==> config.mk <==
export PLATFORM = sky130hd
export DESIGN_NAME = fma_unit
export DESIGN_NICKNAME = d
export VERILOG_FILES = /design/src/logic/fma_pkg.sv /design/src/logic/fma_oper_if.sv /design/src/logic/fma_mid_if.sv /design/src/logic/fma_operand_prep.sv /design/src/logic/fma_align_add.sv /design/src/logic/fma_normalize_round.sv /design/src/logic/fma_unit.sv
export VERILOG_INCLUDE_DIRS = /design/src /design/src/logic
export SDC_FILE = /design/constraint.sdc
export NUM_CORES = 2
export LEC_CHECK = 0
export ABC_AREA = 1
export BUFFER_PORTS_ARGS = -buffer_cell sky130_fd_sc_hd__buf_4
export CORE_ASPECT_RATIO = 1.25
export CORE_MARGIN = 5
export CORE_UTILIZATION = 66
export DETAILED_ROUTE_END_ITERATION = 12
export PLACE_DENSITY = 0.88
export SLEW_MARGIN = 10
export SYNTH_ARGS = -nofsm -noshare
export SYNTH_HDL_FRONTEND = slang
export SYNTH_HIERARCHICAL = 1
export SYNTH_SLANG_ARGS = --single-unit
==> constraint.sdc <==
create_clock -name clk_i -period 15.2 [get_ports clk_i]
set_input_delay 1.52 -clock clk_i [delete_from_list [all_inputs] [get_ports clk_i]]
set_output_delay 1.52 -clock clk_i [all_outputs]
set_load 0.01 [all_outputs]
==> src/logic/fma_defs.svh <==
// Width and bias macros for the binary32 fused multiply-add datapath
// Included by the package and by every RTL file that sizes a datapath signal
`ifndef FMA_DEFS_SVH
`define FMA_DEFS_SVH

// Encoded binary32 fields
`define FMA_EXP_BITS 8
`define FMA_MAN_BITS 23
`define FMA_WIDTH (`FMA_EXP_BITS + `FMA_MAN_BITS + 1)
`define FMA_BIAS 127

// Precision p counts the hidden bit
`define FMA_PREC (`FMA_MAN_BITS + 1)
// Adder holds 3p+4 bits, LZC searches the lower 2p+3
`define FMA_SUM_WIDTH (3 * `FMA_PREC + 4)
`define FMA_LOWER_WIDTH (2 * `FMA_PREC + 3)
`define FMA_LZC_WIDTH 6
// Signed internal exponent with two guard bits
`define FMA_EXP_WIDTH (`FMA_EXP_BITS + 2)
`define FMA_SHAMT_WIDTH 7

`endif

==> src/logic/fma_pkg.sv <==
// Shared types of the fused multiply-add unit
// Import with a wildcard in the module header
`default_nettype none

`include "fma_defs.svh"

package fma_pkg;

  // Operation select, op_mod flips the addend sign on top of it
  typedef enum logic [1:0] {
    FMADD  = 2'd0,
    FNMSUB = 2'd1,
    ADD    = 2'd2,
    MUL    = 2'd3
  } fp_op_e;

  // IEEE 754 rounding directions
  typedef enum logic [2:0] {
    RNE = 3'b000,
    RTZ = 3'b001,
    RDN = 3'b010,
    RUP = 3'b011,
    RMM = 3'b100
  } round_mode_e;

  typedef struct packed {
    logic                     sign;
    logic [`FMA_EXP_BITS-1:0] exponent;
    logic [`FMA_MAN_BITS-1:0] mantissa;
  } fp_t;

  // Operand class, exactly one of the first five is set
  typedef struct packed {
    logic is_normal;
    logic is_subnormal;
    logic is_zero;
    logic is_inf;
    logic is_nan;
    logic is_signalling;
  } fp_info_t;

  // Exception flags, no divide-by-zero in this unit
  typedef struct packed {
    logic nv;
    logic of;
    logic uf;
    logic nx;
  } status_t;

endpackage

`default_nettype wire

==> src/logic/fma_oper_if.sv <==
// Adjusted operands and their class, from operand prep to the align/add stage
`default_nettype none

`include "fma_defs.svh"

interface fma_oper_if
  import fma_pkg::*;
();

  // Operands after the operation table, a*b + c
  fp_t      operand_a;
  fp_t      operand_b;
  fp_t      operand_c;
  fp_info_t info_a;
  fp_info_t info_b;
  fp_info_t info_c;
  // Product and addend signs differ
  logic     eff_sub;

  modport prep (
    output operand_a, operand_b, operand_c,
    output info_a, info_b, info_c,
    output eff_sub
  );

  modport align (
    input operand_a, operand_b, operand_c,
    input info_a, info_b, info_c,
    input eff_sub
  );

endinterface

`default_nettype wire

==> src/logic/fma_mid_if.sv <==
// Mid-pipeline payload between align/add and normalize/round
// One instance feeds the stage register, a second one leaves it
`default_nettype none

`include "fma_defs.svh"

interface fma_mid_if
  import fma_pkg::*;
();

  // ----------------------------
  // Adder side
  // ----------------------------
  logic                               eff_sub;
  logic signed [`FMA_EXP_WIDTH-1:0]   exp_prod;
  logic signed [`FMA_EXP_WIDTH-1:0]   exp_diff;
  logic signed [`FMA_EXP_WIDTH-1:0]   tent_exp;
  logic        [`FMA_SHAMT_WIDTH-1:0] add_shamt;
  // Addend bits lost in the alignment shift
  logic                               sticky;
  logic        [`FMA_SUM_WIDTH-1:0]   sum;
  logic                               final_sign;

  // ----------------------------
  // Operand prep side
  // ----------------------------
  round_mode_e                        rnd_mode;
  logic                               is_special;
  fp_t                                special_result;
  status_t                            special_status;

  modport datapath (
    output eff_sub, exp_prod, exp_diff, tent_exp, add_shamt, sticky, sum, final_sign
  );

  modport spec (
    output rnd_mode, is_special, special_result, special_status
  );

  modport norm (
    input eff_sub, exp_prod, exp_diff, tent_exp, add_shamt, sticky, sum, final_sign,
    input rnd_mode, is_special, special_result, special_status
  );

endinterface

`default_nettype wire

==> src/logic/fma_operand_prep.sv <==
// Operation select, operand classification and special-case detection
// Purely combinational, drives the operand bundle and the special part of the payload
`default_nettype none

`include "fma_defs.svh"

module fma_operand_prep import fma_pkg::*; (
  input  fp_t [2:0]   operands_i,
  input  fp_op_e      op_i,
  input  logic        op_mod_i,
  input  round_mode_e rnd_mode_i,
  fma_oper_if.prep    oper,
  fma_mid_if.spec     mid
);

  // Sort one operand into its IEEE class
  function automatic fp_info_t classify(input fp_t value);
    fp_info_t info;
    logic     exp_zero;
    logic     exp_ones;
    logic     man_zero;
    exp_zero           = (value.exponent == '0);
    exp_ones           = (value.exponent == '1);
    man_zero           = (value.mantissa == '0);
    info.is_normal     = !exp_zero && !exp_ones;
    info.is_subnormal  = exp_zero && !man_zero;
    info.is_zero       = exp_zero && man_zero;
    info.is_inf        = exp_ones && man_zero;
    info.is_nan        = exp_ones && !man_zero;
    // Quiet bit is the mantissa MSB
    info.is_signalling = info.is_nan && !value.mantissa[`FMA_MAN_BITS-1];
    return info;
  endfunction

  // ----------------------------
  // Operation adjustment
  // ----------------------------
  always_comb begin : op_select
    oper.operand_a = operands_i[0];
    oper.operand_b = operands_i[1];
    oper.operand_c = operands_i[2];
    oper.info_a    = classify(operands_i[0]);
    oper.info_b    = classify(operands_i[1]);
    oper.info_c    = classify(operands_i[2]);
    // SUB / FMSUB / FNMADD
    oper.operand_c.sign = operands_i[2].sign ^ op_mod_i;
    unique case (op_i)
      FMADD: begin
      end
      // Negated product
      FNMSUB: oper.operand_a.sign = ~operands_i[0].sign;
      // Multiplicand forced to +1.0
      ADD: begin
        oper.operand_a = '{sign: 1'b0, exponent: `FMA_EXP_BITS'(`FMA_BIAS), mantissa: '0};
        oper.info_a    = '{is_normal: 1'b1, default: 1'b0};
      end
      // Addend +0 under RDN, -0 otherwise, keeps the sign of a zero product
      MUL: begin
        oper.operand_c = '{sign: (rnd_mode_i != RDN), exponent: '0, mantissa: '0};
        oper.info_c    = '{is_zero: 1'b1, default: 1'b0};
      end
    endcase
  end

  assign oper.eff_sub = oper.operand_a.sign ^ oper.operand_b.sign ^ oper.operand_c.sign;
  assign mid.rnd_mode = rnd_mode_i;

  // ----------------------------
  // Special cases
  // ----------------------------
  logic prod_inf;
  logic any_nan;
  logic any_snan;

  assign prod_inf = oper.info_a.is_inf || oper.info_b.is_inf;
  assign any_nan  = oper.info_a.is_nan || oper.info_b.is_nan || oper.info_c.is_nan;
  assign any_snan = oper.info_a.is_signalling || oper.info_b.is_signalling
                    || oper.info_c.is_signalling;

  always_comb begin : special_cases
    // Canonical qNaN unless an infinity is chosen below
    mid.special_result = '{sign: 1'b0, exponent: '1,
                           mantissa: {1'b1, {(`FMA_MAN_BITS-1){1'b0}}}};
    mid.special_status = '0;
    mid.is_special     = 1'b0;
    // inf * 0 is invalid even with a quiet NaN addend
    if ((oper.info_a.is_inf && oper.info_b.is_zero)
        || (oper.info_a.is_zero && oper.info_b.is_inf)) begin
      mid.is_special     = 1'b1;
      mid.special_status.nv = 1'b1;
    end else if (any_nan) begin
      mid.is_special        = 1'b1;
      mid.special_status.nv = any_snan;
    end else if (prod_inf || oper.info_c.is_inf) begin
      mid.is_special = 1'b1;
      if (prod_inf && oper.info_c.is_inf && oper.eff_sub) begin
        // inf - inf
        mid.special_status.nv = 1'b1;
      end else if (prod_inf) begin
        mid.special_result = '{sign: oper.operand_a.sign ^ oper.operand_b.sign,
                               exponent: '1, mantissa: '0};
      end else begin
        mid.special_result = '{sign: oper.operand_c.sign, exponent: '1, mantissa: '0};
      end
    end
  end

endmodule

`default_nettype wire

==> src/logic/fma_align_add.sv <==
// Exponent path, mantissa product, addend alignment and the 3p+4 bit adder
// Combinational, feeds the adder part of the mid-stage payload
`default_nettype none

`include "fma_defs.svh"

module fma_align_add import fma_pkg::*; (
  fma_oper_if.align   oper,
  fma_mid_if.datapath mid
);

  logic signed [`FMA_EXP_WIDTH-1:0]   exp_a, exp_b, exp_c;
  logic signed [`FMA_EXP_WIDTH-1:0]   exp_addend, exp_product, exp_diff;
  logic        [`FMA_SHAMT_WIDTH-1:0] addend_shamt;
  logic        [`FMA_PREC-1:0]        man_a, man_b, man_c;
  logic        [2*`FMA_PREC-1:0]      product;
  logic        [`FMA_SUM_WIDTH-1:0]   product_shifted;
  logic        [`FMA_SUM_WIDTH-1:0]   addend_aligned;
  logic        [`FMA_PREC-1:0]        addend_sticky_bits;
  logic        [`FMA_SUM_WIDTH-1:0]   addend_shifted;
  logic                               carry_in;
  logic        [`FMA_SUM_WIDTH:0]     sum_raw;
  logic        [`FMA_SUM_WIDTH:0]     sum_abs;
  logic                               tent_sign;

  // ----------------------------
  // Exponents, kept biased
  // ----------------------------
  assign exp_a = $signed({2'b00, oper.operand_a.exponent});
  assign exp_b = $signed({2'b00, oper.operand_b.exponent});
  assign exp_c = $signed({2'b00, oper.operand_c.exponent});

  // Subnormal addend sits at encoded exponent 1
  assign exp_addend  = exp_c + `FMA_EXP_WIDTH'(!oper.info_c.is_normal);
  // Zero product takes the minimum exponent
  assign exp_product = (oper.info_a.is_zero || oper.info_b.is_zero)
                       ? `FMA_EXP_WIDTH'(2 - `FMA_BIAS)
                       : `FMA_EXP_WIDTH'(exp_a + exp_b + oper.info_a.is_subnormal
                                         + oper.info_b.is_subnormal - `FMA_BIAS);
  assign exp_diff    = exp_addend - exp_product;

  assign mid.exp_prod = exp_product;
  assign mid.exp_diff = exp_diff;
  assign mid.tent_exp = (exp_diff > 0) ? exp_addend : exp_product;

  // Right shift of the addend, saturated at both ends
  always_comb begin : addend_shift_amount
    if (exp_diff <= -(2 * `FMA_PREC + 1)) begin
      // Addend only reaches the sticky bit
      addend_shamt = `FMA_SHAMT_WIDTH'(`FMA_SUM_WIDTH);
    end else if (exp_diff <= `FMA_PREC + 2) begin
      addend_shamt = `FMA_SHAMT_WIDTH'(`FMA_PREC + 3 - exp_diff);
    end else begin
      // Product only reaches the sticky bit
      addend_shamt = '0;
    end
  end
  assign mid.add_shamt = addend_shamt;

  // ----------------------------
  // Product and addend
  // ----------------------------
  assign man_a   = {oper.info_a.is_normal, oper.operand_a.mantissa};
  assign man_b   = {oper.info_b.is_normal, oper.operand_b.mantissa};
  assign man_c   = {oper.info_c.is_normal, oper.operand_c.mantissa};
  assign product = man_a * man_b;

  // p+2 zeros, 2p product, round and sticky slots
  assign product_shifted = {{(`FMA_PREC+2){1'b0}}, product, 2'b00};

  // Up to p addend bits fall off the right and fold into sticky
  assign {addend_aligned, addend_sticky_bits} =
      {man_c, {`FMA_SUM_WIDTH{1'b0}}} >> addend_shamt;
  assign mid.sticky = |addend_sticky_bits;

  // One's complement on subtraction, +1 only if nothing sticky was lost
  assign addend_shifted = oper.eff_sub ? ~addend_aligned : addend_aligned;
  assign carry_in       = oper.eff_sub && !mid.sticky;

  // ----------------------------
  // Adder and sign fix
  // ----------------------------
  assign sum_raw = product_shifted + addend_shifted + carry_in;
  // No carry out on subtraction means the sum went negative
  assign sum_abs = (oper.eff_sub && !sum_raw[`FMA_SUM_WIDTH]) ? -sum_raw : sum_raw;
  assign mid.sum = sum_abs[`FMA_SUM_WIDTH-1:0];

  assign tent_sign   = oper.operand_a.sign ^ oper.operand_b.sign;
  assign mid.eff_sub = oper.eff_sub;
  assign mid.final_sign = oper.eff_sub ? (sum_raw[`FMA_SUM_WIDTH] == tent_sign) : tent_sign;

endmodule

`default_nettype wire

==> src/logic/fma_normalize_round.sv <==
// Leading-zero count, normalization, rounding and flags of the second stage
// Reads the registered mid payload, result goes to the output register
`default_nettype none

`include "fma_defs.svh"

module fma_normalize_round import fma_pkg::*; (
  fma_mid_if.norm mid,
  output fp_t     result_o,
  output status_t status_o
);

  logic        [`FMA_LOWER_WIDTH-1:0] sum_lower;
  logic        [`FMA_LZC_WIDTH-1:0]   lzc_cnt;
  logic                               lzc_empty;
  logic signed [`FMA_LZC_WIDTH:0]     lzc_sgn;
  logic        [`FMA_SHAMT_WIDTH-1:0] norm_shamt;
  logic signed [`FMA_EXP_WIDTH-1:0]   norm_exp;
  logic        [`FMA_SUM_WIDTH:0]     sum_shifted;
  logic        [`FMA_PREC:0]          final_man;
  logic        [`FMA_LOWER_WIDTH-1:0] sticky_bits;
  logic signed [`FMA_EXP_WIDTH-1:0]   final_exp;
  logic                               sticky_after;
  logic                               of_before, of_after, uf_after;
  logic        [`FMA_EXP_BITS-1:0]    pre_exp;
  logic        [`FMA_MAN_BITS-1:0]    pre_man;
  logic        [`FMA_WIDTH-2:0]       pre_abs, rounded_abs;
  logic        [1:0]                  rs;
  logic                               round_up;
  logic                               exact_zero;
  logic                               rounded_sign;
  status_t                            regular_status;

  // ----------------------------
  // Leading-zero count
  // ----------------------------
  assign sum_lower = mid.sum[`FMA_LOWER_WIDTH-1:0];
  assign lzc_empty = ~|sum_lower;

  // Walk up from the LSB, the highest set bit writes last
  always_comb begin : lzc
    lzc_cnt = '0;
    for (int i = 0; i < `FMA_LOWER_WIDTH; i++) begin
      if (sum_lower[i]) begin
        lzc_cnt = `FMA_LZC_WIDTH'(`FMA_LOWER_WIDTH - 1 - i);
      end
    end
  end
  assign lzc_sgn = $signed({1'b0, lzc_cnt});

  // ----------------------------
  // Normalization
  // ----------------------------
  always_comb begin : norm_shift_amount
    // Product-anchored, or cancellation possible
    if ((mid.exp_diff <= 0) || (mid.eff_sub && (mid.exp_diff <= 2))) begin
      if ((mid.exp_prod - lzc_sgn + 1 >= 0) && !lzc_empty) begin
        norm_shamt = `FMA_SHAMT_WIDTH'(`FMA_PREC + 2 + lzc_cnt);
        norm_exp   = `FMA_EXP_WIDTH'(mid.exp_prod - lzc_sgn + 1);
      end else begin
        // Subnormal, stop the shift at the minimum exponent
        norm_shamt = `FMA_SHAMT_WIDTH'(`FMA_PREC + 2 + mid.exp_prod);
        norm_exp   = '0;
      end
    end else begin
      // Addend-anchored, undo the alignment
      norm_shamt = mid.add_shamt;
      norm_exp   = mid.tent_exp;
    end
  end

  assign sum_shifted = {1'b0, mid.sum} << norm_shamt;

  // Leading one may still sit one place off the MSB
  always_comb begin : small_norm
    {final_man, sticky_bits} = sum_shifted[`FMA_SUM_WIDTH-1:0];
    final_exp                = norm_exp;
    if (sum_shifted[`FMA_SUM_WIDTH]) begin
      {final_man, sticky_bits} = sum_shifted[`FMA_SUM_WIDTH:1];
      final_exp                = `FMA_EXP_WIDTH'(norm_exp + 1);
    end else if (sum_shifted[`FMA_SUM_WIDTH-1]) begin
      // already normal
    end else if (norm_exp > 1) begin
      {final_man, sticky_bits} = {sum_shifted[`FMA_SUM_WIDTH-2:0], 1'b0};
      final_exp                = `FMA_EXP_WIDTH'(norm_exp - 1);
    end else begin
      final_exp = '0;
    end
  end

  assign sticky_after = (|sticky_bits) | mid.sticky;

  // ----------------------------
  // Rounding
  // ----------------------------
  // Overflow before rounding starts from the largest finite value
  assign of_before = final_exp >= (2**`FMA_EXP_BITS - 1);
  assign pre_exp   = of_before ? `FMA_EXP_BITS'(2**`FMA_EXP_BITS - 2)
                               : final_exp[`FMA_EXP_BITS-1:0];
  assign pre_man   = of_before ? '1 : final_man[`FMA_MAN_BITS:1];
  assign pre_abs   = {pre_exp, pre_man};
  // Forced round and sticky let the mode pick infinity or max
  assign rs        = of_before ? 2'b11 : {final_man[0], sticky_after};

  always_comb begin : round_decision
    unique case (mid.rnd_mode)
      RNE:     round_up = rs[1] && (rs[0] || pre_abs[0]);
      RTZ:     round_up = 1'b0;
      RDN:     round_up = (|rs) && mid.final_sign;
      RUP:     round_up = (|rs) && !mid.final_sign;
      RMM:     round_up = rs[1];
      default: round_up = 1'b0;
    endcase
  end

  // Mantissa carry ripples into the exponent
  assign rounded_abs  = pre_abs + {{(`FMA_WIDTH-2){1'b0}}, round_up};
  // Exact zero from cancellation is -0 only under RDN
  assign exact_zero   = (pre_abs == '0) && (rs == 2'b00);
  assign rounded_sign = (exact_zero && mid.eff_sub) ? (mid.rnd_mode == RDN) : mid.final_sign;

  // Tininess after rounding
  assign uf_after = rounded_abs[`FMA_WIDTH-2:`FMA_MAN_BITS] == '0;
  assign of_after = rounded_abs[`FMA_WIDTH-2:`FMA_MAN_BITS] == '1;

  // ----------------------------
  // Flags and result select
  // ----------------------------
  assign regular_status.nv = 1'b0;
  assign regular_status.of = of_before | of_after;
  assign regular_status.nx = (|rs) | of_before | of_after;
  assign regular_status.uf = uf_after & regular_status.nx;

  assign result_o = mid.is_special ? mid.special_result : {rounded_sign, rounded_abs};
  assign status_o = mid.is_special ? mid.special_status : regular_status;

endmodule

`default_nettype wire

==> src/logic/fma_unit.sv <==
// Binary32 fused multiply-add with two register stages and valid/ready handshake
// Result appears two cycles after acceptance when the output is not stalled
`default_nettype none

`include "fma_defs.svh"

module fma_unit import fma_pkg::*; (
  input  logic        clk_i,
  input  logic        rst_i,
  // Operand 0 is a, 1 is b, 2 is c
  input  fp_t [2:0]   operands_i,
  input  fp_op_e      op_i,
  input  logic        op_mod_i,
  input  round_mode_e rnd_mode_i,
  input  logic        in_valid_i,
  output logic        in_ready_o,
  output fp_t         result_o,
  output status_t     status_o,
  output logic        out_valid_o,
  input  logic        out_ready_i
);

  fma_oper_if oper ();
  fma_mid_if  mid_d ();
  fma_mid_if  mid_q ();

  logic    mid_valid_q;
  logic    mid_ready;
  fp_t     result_d;
  status_t status_d;

  // ----------------------------
  // First stage logic
  // ----------------------------
  fma_operand_prep u_prep (
    .operands_i (operands_i),
    .op_i       (op_i),
    .op_mod_i   (op_mod_i),
    .rnd_mode_i (rnd_mode_i),
    .oper       (oper.prep),
    .mid        (mid_d.spec)
  );

  fma_align_add u_align (
    .oper (oper.align),
    .mid  (mid_d.datapath)
  );

  // ----------------------------
  // Handshake chain
  // ----------------------------
  // A stage moves when downstream is ready or holds a bubble
  assign mid_ready  = out_ready_i | ~out_valid_o;
  assign in_ready_o = mid_ready | ~mid_valid_q;

  always_ff @(posedge clk_i) begin
    if (rst_i) begin
      mid_valid_q <= 1'b0;
      out_valid_o <= 1'b0;
    end else begin
      if (in_ready_o) begin
        mid_valid_q <= in_valid_i;
      end
      if (mid_ready) begin
        out_valid_o <= mid_valid_q;
      end
    end
  end

  // Mid payload, loads on an accepted input beat
  always_ff @(posedge clk_i) begin
    if (in_ready_o && in_valid_i) begin
      mid_q.eff_sub        <= mid_d.eff_sub;
      mid_q.exp_prod       <= mid_d.exp_prod;
      mid_q.exp_diff       <= mid_d.exp_diff;
      mid_q.tent_exp       <= mid_d.tent_exp;
      mid_q.add_shamt      <= mid_d.add_shamt;
      mid_q.sticky         <= mid_d.sticky;
      mid_q.sum            <= mid_d.sum;
      mid_q.final_sign     <= mid_d.final_sign;
      mid_q.rnd_mode       <= mid_d.rnd_mode;
      mid_q.is_special     <= mid_d.is_special;
      mid_q.special_result <= mid_d.special_result;
      mid_q.special_status <= mid_d.special_status;
    end
  end

  // ----------------------------
  // Second stage logic
  // ----------------------------
  fma_normalize_round u_norm (
    .mid      (mid_q.norm),
    .result_o (result_d),
    .status_o (status_d)
  );

  // Output register holds under back-pressure
  always_ff @(posedge clk_i) begin
    if (mid_ready && mid_valid_q) begin
      result_o <= result_d;
      status_o <= status_d;
    end
  end

endmodule

`default_nettype wire

==> flow_metrics.tcl <==
set metrics [dict create \
    worst-endpoint-arrival_ns 14.04 \
    min_period_ns 13.82 \
    unrepaired_setup_endpoints_after_global_routing "no" \
    r2r_cells 104 \
    timing.reg2reg.setup_slack_ns 2.49 \
    floorplan.io_pins 144 \
    yosys_warnings 6 \
    via_count_of_the_first_global_routing_pass 47400 \
    diodes 0 \
    cts_repair_resize_count 0 \
    place_hpwl_mm 129 \
    avgSynthCellArea_sq_um 6.60 \
    port_buffers 143 \
    vias_per_cell 5.83 \
    grt.total_usage 0.402 \
    timing.max_slew.rel_slack 0.231 \
    n_fill_cell 6279 \
    dr_total_vias 47100 \
    synthesis.area_sq_um 47500 \
    final.period_utilization 0.909 \
    synthesis.instances 7206 \
    slowest_delay_ns 0.72 \
    final_cells 8089 \
    cts_sinks 194 \
    cts.repair_timing.setup_buffer_count 0 \
    critical_path_peak_fanout 30 \
    worstSkewPairLatency_ns 0.47 \
    drtIter0Drc 3893 \
    wl_mm 158 \
    critPathCapture "mid_q.sum[71]" \
    outcome "completed" \
    drv_slew 0 \
    summed_negative_setup_slack_over_all_endpoints_ns 0 \
    cts.hold.buffers_added 0 \
    timing.max_cap.violations 0 \
    finalNetCount 7996 \
    fin_worst_hold_slack_ns 0.504 \
    finalSetupViolations 0 \
    start_kind "input port" \
    final_clock_skew_ns 0.0258 \
    maxClockFrequency_mhz 72.4 \
    critical_path.reg2reg.startpoint "mid_q.sum[1]" \
    dieHeight_um 310 \
    core_box_area_sq_um 71700 \
    timing.critical_path.to_type "register" \
    timing.critical_path.mode_cell "sky130_fd_sc_hd__nand2_1" \
    layout_cells_sized_above_1 0.0689 \
    area_growth_syn_to_layout_pct 3.84 \
    first_pass_grt_wire_length_mm 249 \
    critical_path.slowest_cell "sky130_fd_sc_hd__a21oi_2" \
    initial_core_util 0.663 \
    tritoncts.num_buffers 17 \
    firstDrtPassIters 8 \
    gpl.final_weighted_congestion 1.08 \
    path_class "in -> reg" \
    placement_rows 110 \
    gr-total-overflow 0 \
    worst_setup_path_startpoint "operands_i[10]" \
    regToRegEndpoint "status_o[1]" \
    floorplan.die.width_um 250 \
    clock_tree_from_tritoncts "built" \
    die_area_sq_um 77500 \
    route.detailed.wl_per_inst_um 19.6 \
    worst_min_delay_path_category "reg -> reg" \
    cts.root.buffer_cell "sky130_fd_sc_hd__clkbuf_16" \
    grt_antenna_before_repair 0 \
    place_inst 8057 \
    timing_worst_slew_pin_value_ns 1.14 \
    worst_ep_required_time_ns 15.42 \
    cts_max_path_buffers 2 \
    htreeDepth 4 \
    worst_setup_hold_path_clk_slew_ns 0.08 \
    antenna_left 0 \
    post-route-drc-count 0 \
    pin_count_of_the_biggest_net_entering_global_routing 101 \
    hold_viol_final 0 \
]
==> worst max-delay path, delay by kind of cell <==
| family | cells | cell delay [ns] |
|---|---|---|
| AOI/OAI and AO/OA | 19 | 5.02 |
| and+or+nand+nor | 35 | 4.81 |
| adders and majority gates | 6 | 1.82 |
| buffers and inverters | 9 | 0.58 |
| xor gates and xnor gates | 1 | 0.25 |
==> registers in the layout, indices dropped and copies added, names as in the netlist, 3 cells and up <==
| register | cells |
|---|---|
| mid_q.sum | 76 |
| mid_q.special_result | 32 |
| result_o | 32 |
| mid_q.exp_diff | 10 |
| mid_q.exp_prod | 10 |
| mid_q.tent_exp | 10 |
| mid_q.add_shamt | 7 |
| mid_q.special_status | 4 |
| status_o | 4 |
| mid_q.rnd_mode | 3 |
==> metrics by stage <==
stage / util / setup slack, ns / instance area (sq um)
final: 0.688 / 1.38 / 49400
after floorplan: - / 3.49 / 47700
after global routing: 0.688 / 0.112 / 49400
after global placement: 0.680 / 1.52 / 48700
after CTS: 0.688 / 1.70 / 49400
after detailed placement: 0.680 / 1.24 / 48700
==> layer usage <==
metal / track usage / vias to the layer above / wire (um)
met5: 0 / - / 0
met2: 0.714 / 2342 / 77800
met1: 0.448 / 21900 / 55700
met3: 0.0438 / 780 / 10500
li1: - / 22100 / -
met4: 0.296 / 0 / 14300
==> worst min-delay path by stage <==
stage	from	to	slack, ns	cells after the start
floorplan	mid_valid_q	out_valid_o	0.46	2
global placement	mid_q.special_status[3]	status_o[3]	0.49	2
detailed placement	mid_q.special_status[3]	status_o[3]	0.50	2
CTS	mid_q.special_status[3]	status_o[3]	0.51	2
global route	mid_q.special_status[3]	status_o[3]	0.54	2
finish	mid_q.special_status[3]	status_o[3]	0.50	2
==> cell type report <==
type / instances / area [sq um] / area share
multi-input cells: 5362 / 35100 / 0.712
flip-flops and latches: 194 / 5810 / 0.118
inverters: 1340 / 5040 / 0.102
repair buffers: 209 / 1570 / 0.0318
well taps: 952 / 1190 / 0.0241
clock buffers: 17 / 425 / 0.00862
clock inverters: 15 / 190 / 0.00385
==> layout by cell type, fill, tap and decap left out, drive strengths merged, types with 6 or more instances in the layout <==
cell type	n
nand2	2139
xor2	180
nand3b	26
buf	209
nor4	15
nor3b	6
a31oi	32
edfxtp	192
a21boi	6
or2	15
o21a	31
o22ai	20
o211ai	23
o221ai	15
nor2	626
fa	486
nor3	55
inv	1345
conb	33
xnor2	60
clkbuf	17
a211oi	6
o21bai	6
nand4	77
nand3	623
clkinv	9
a21oi	200
a21o	9
o21ai	345
o31ai	7
ha	280
and2	19
Power is left out: the tool's default activity adds up to more than one toggle a clock period on the data nets, which glitch-free logic cannot reach.
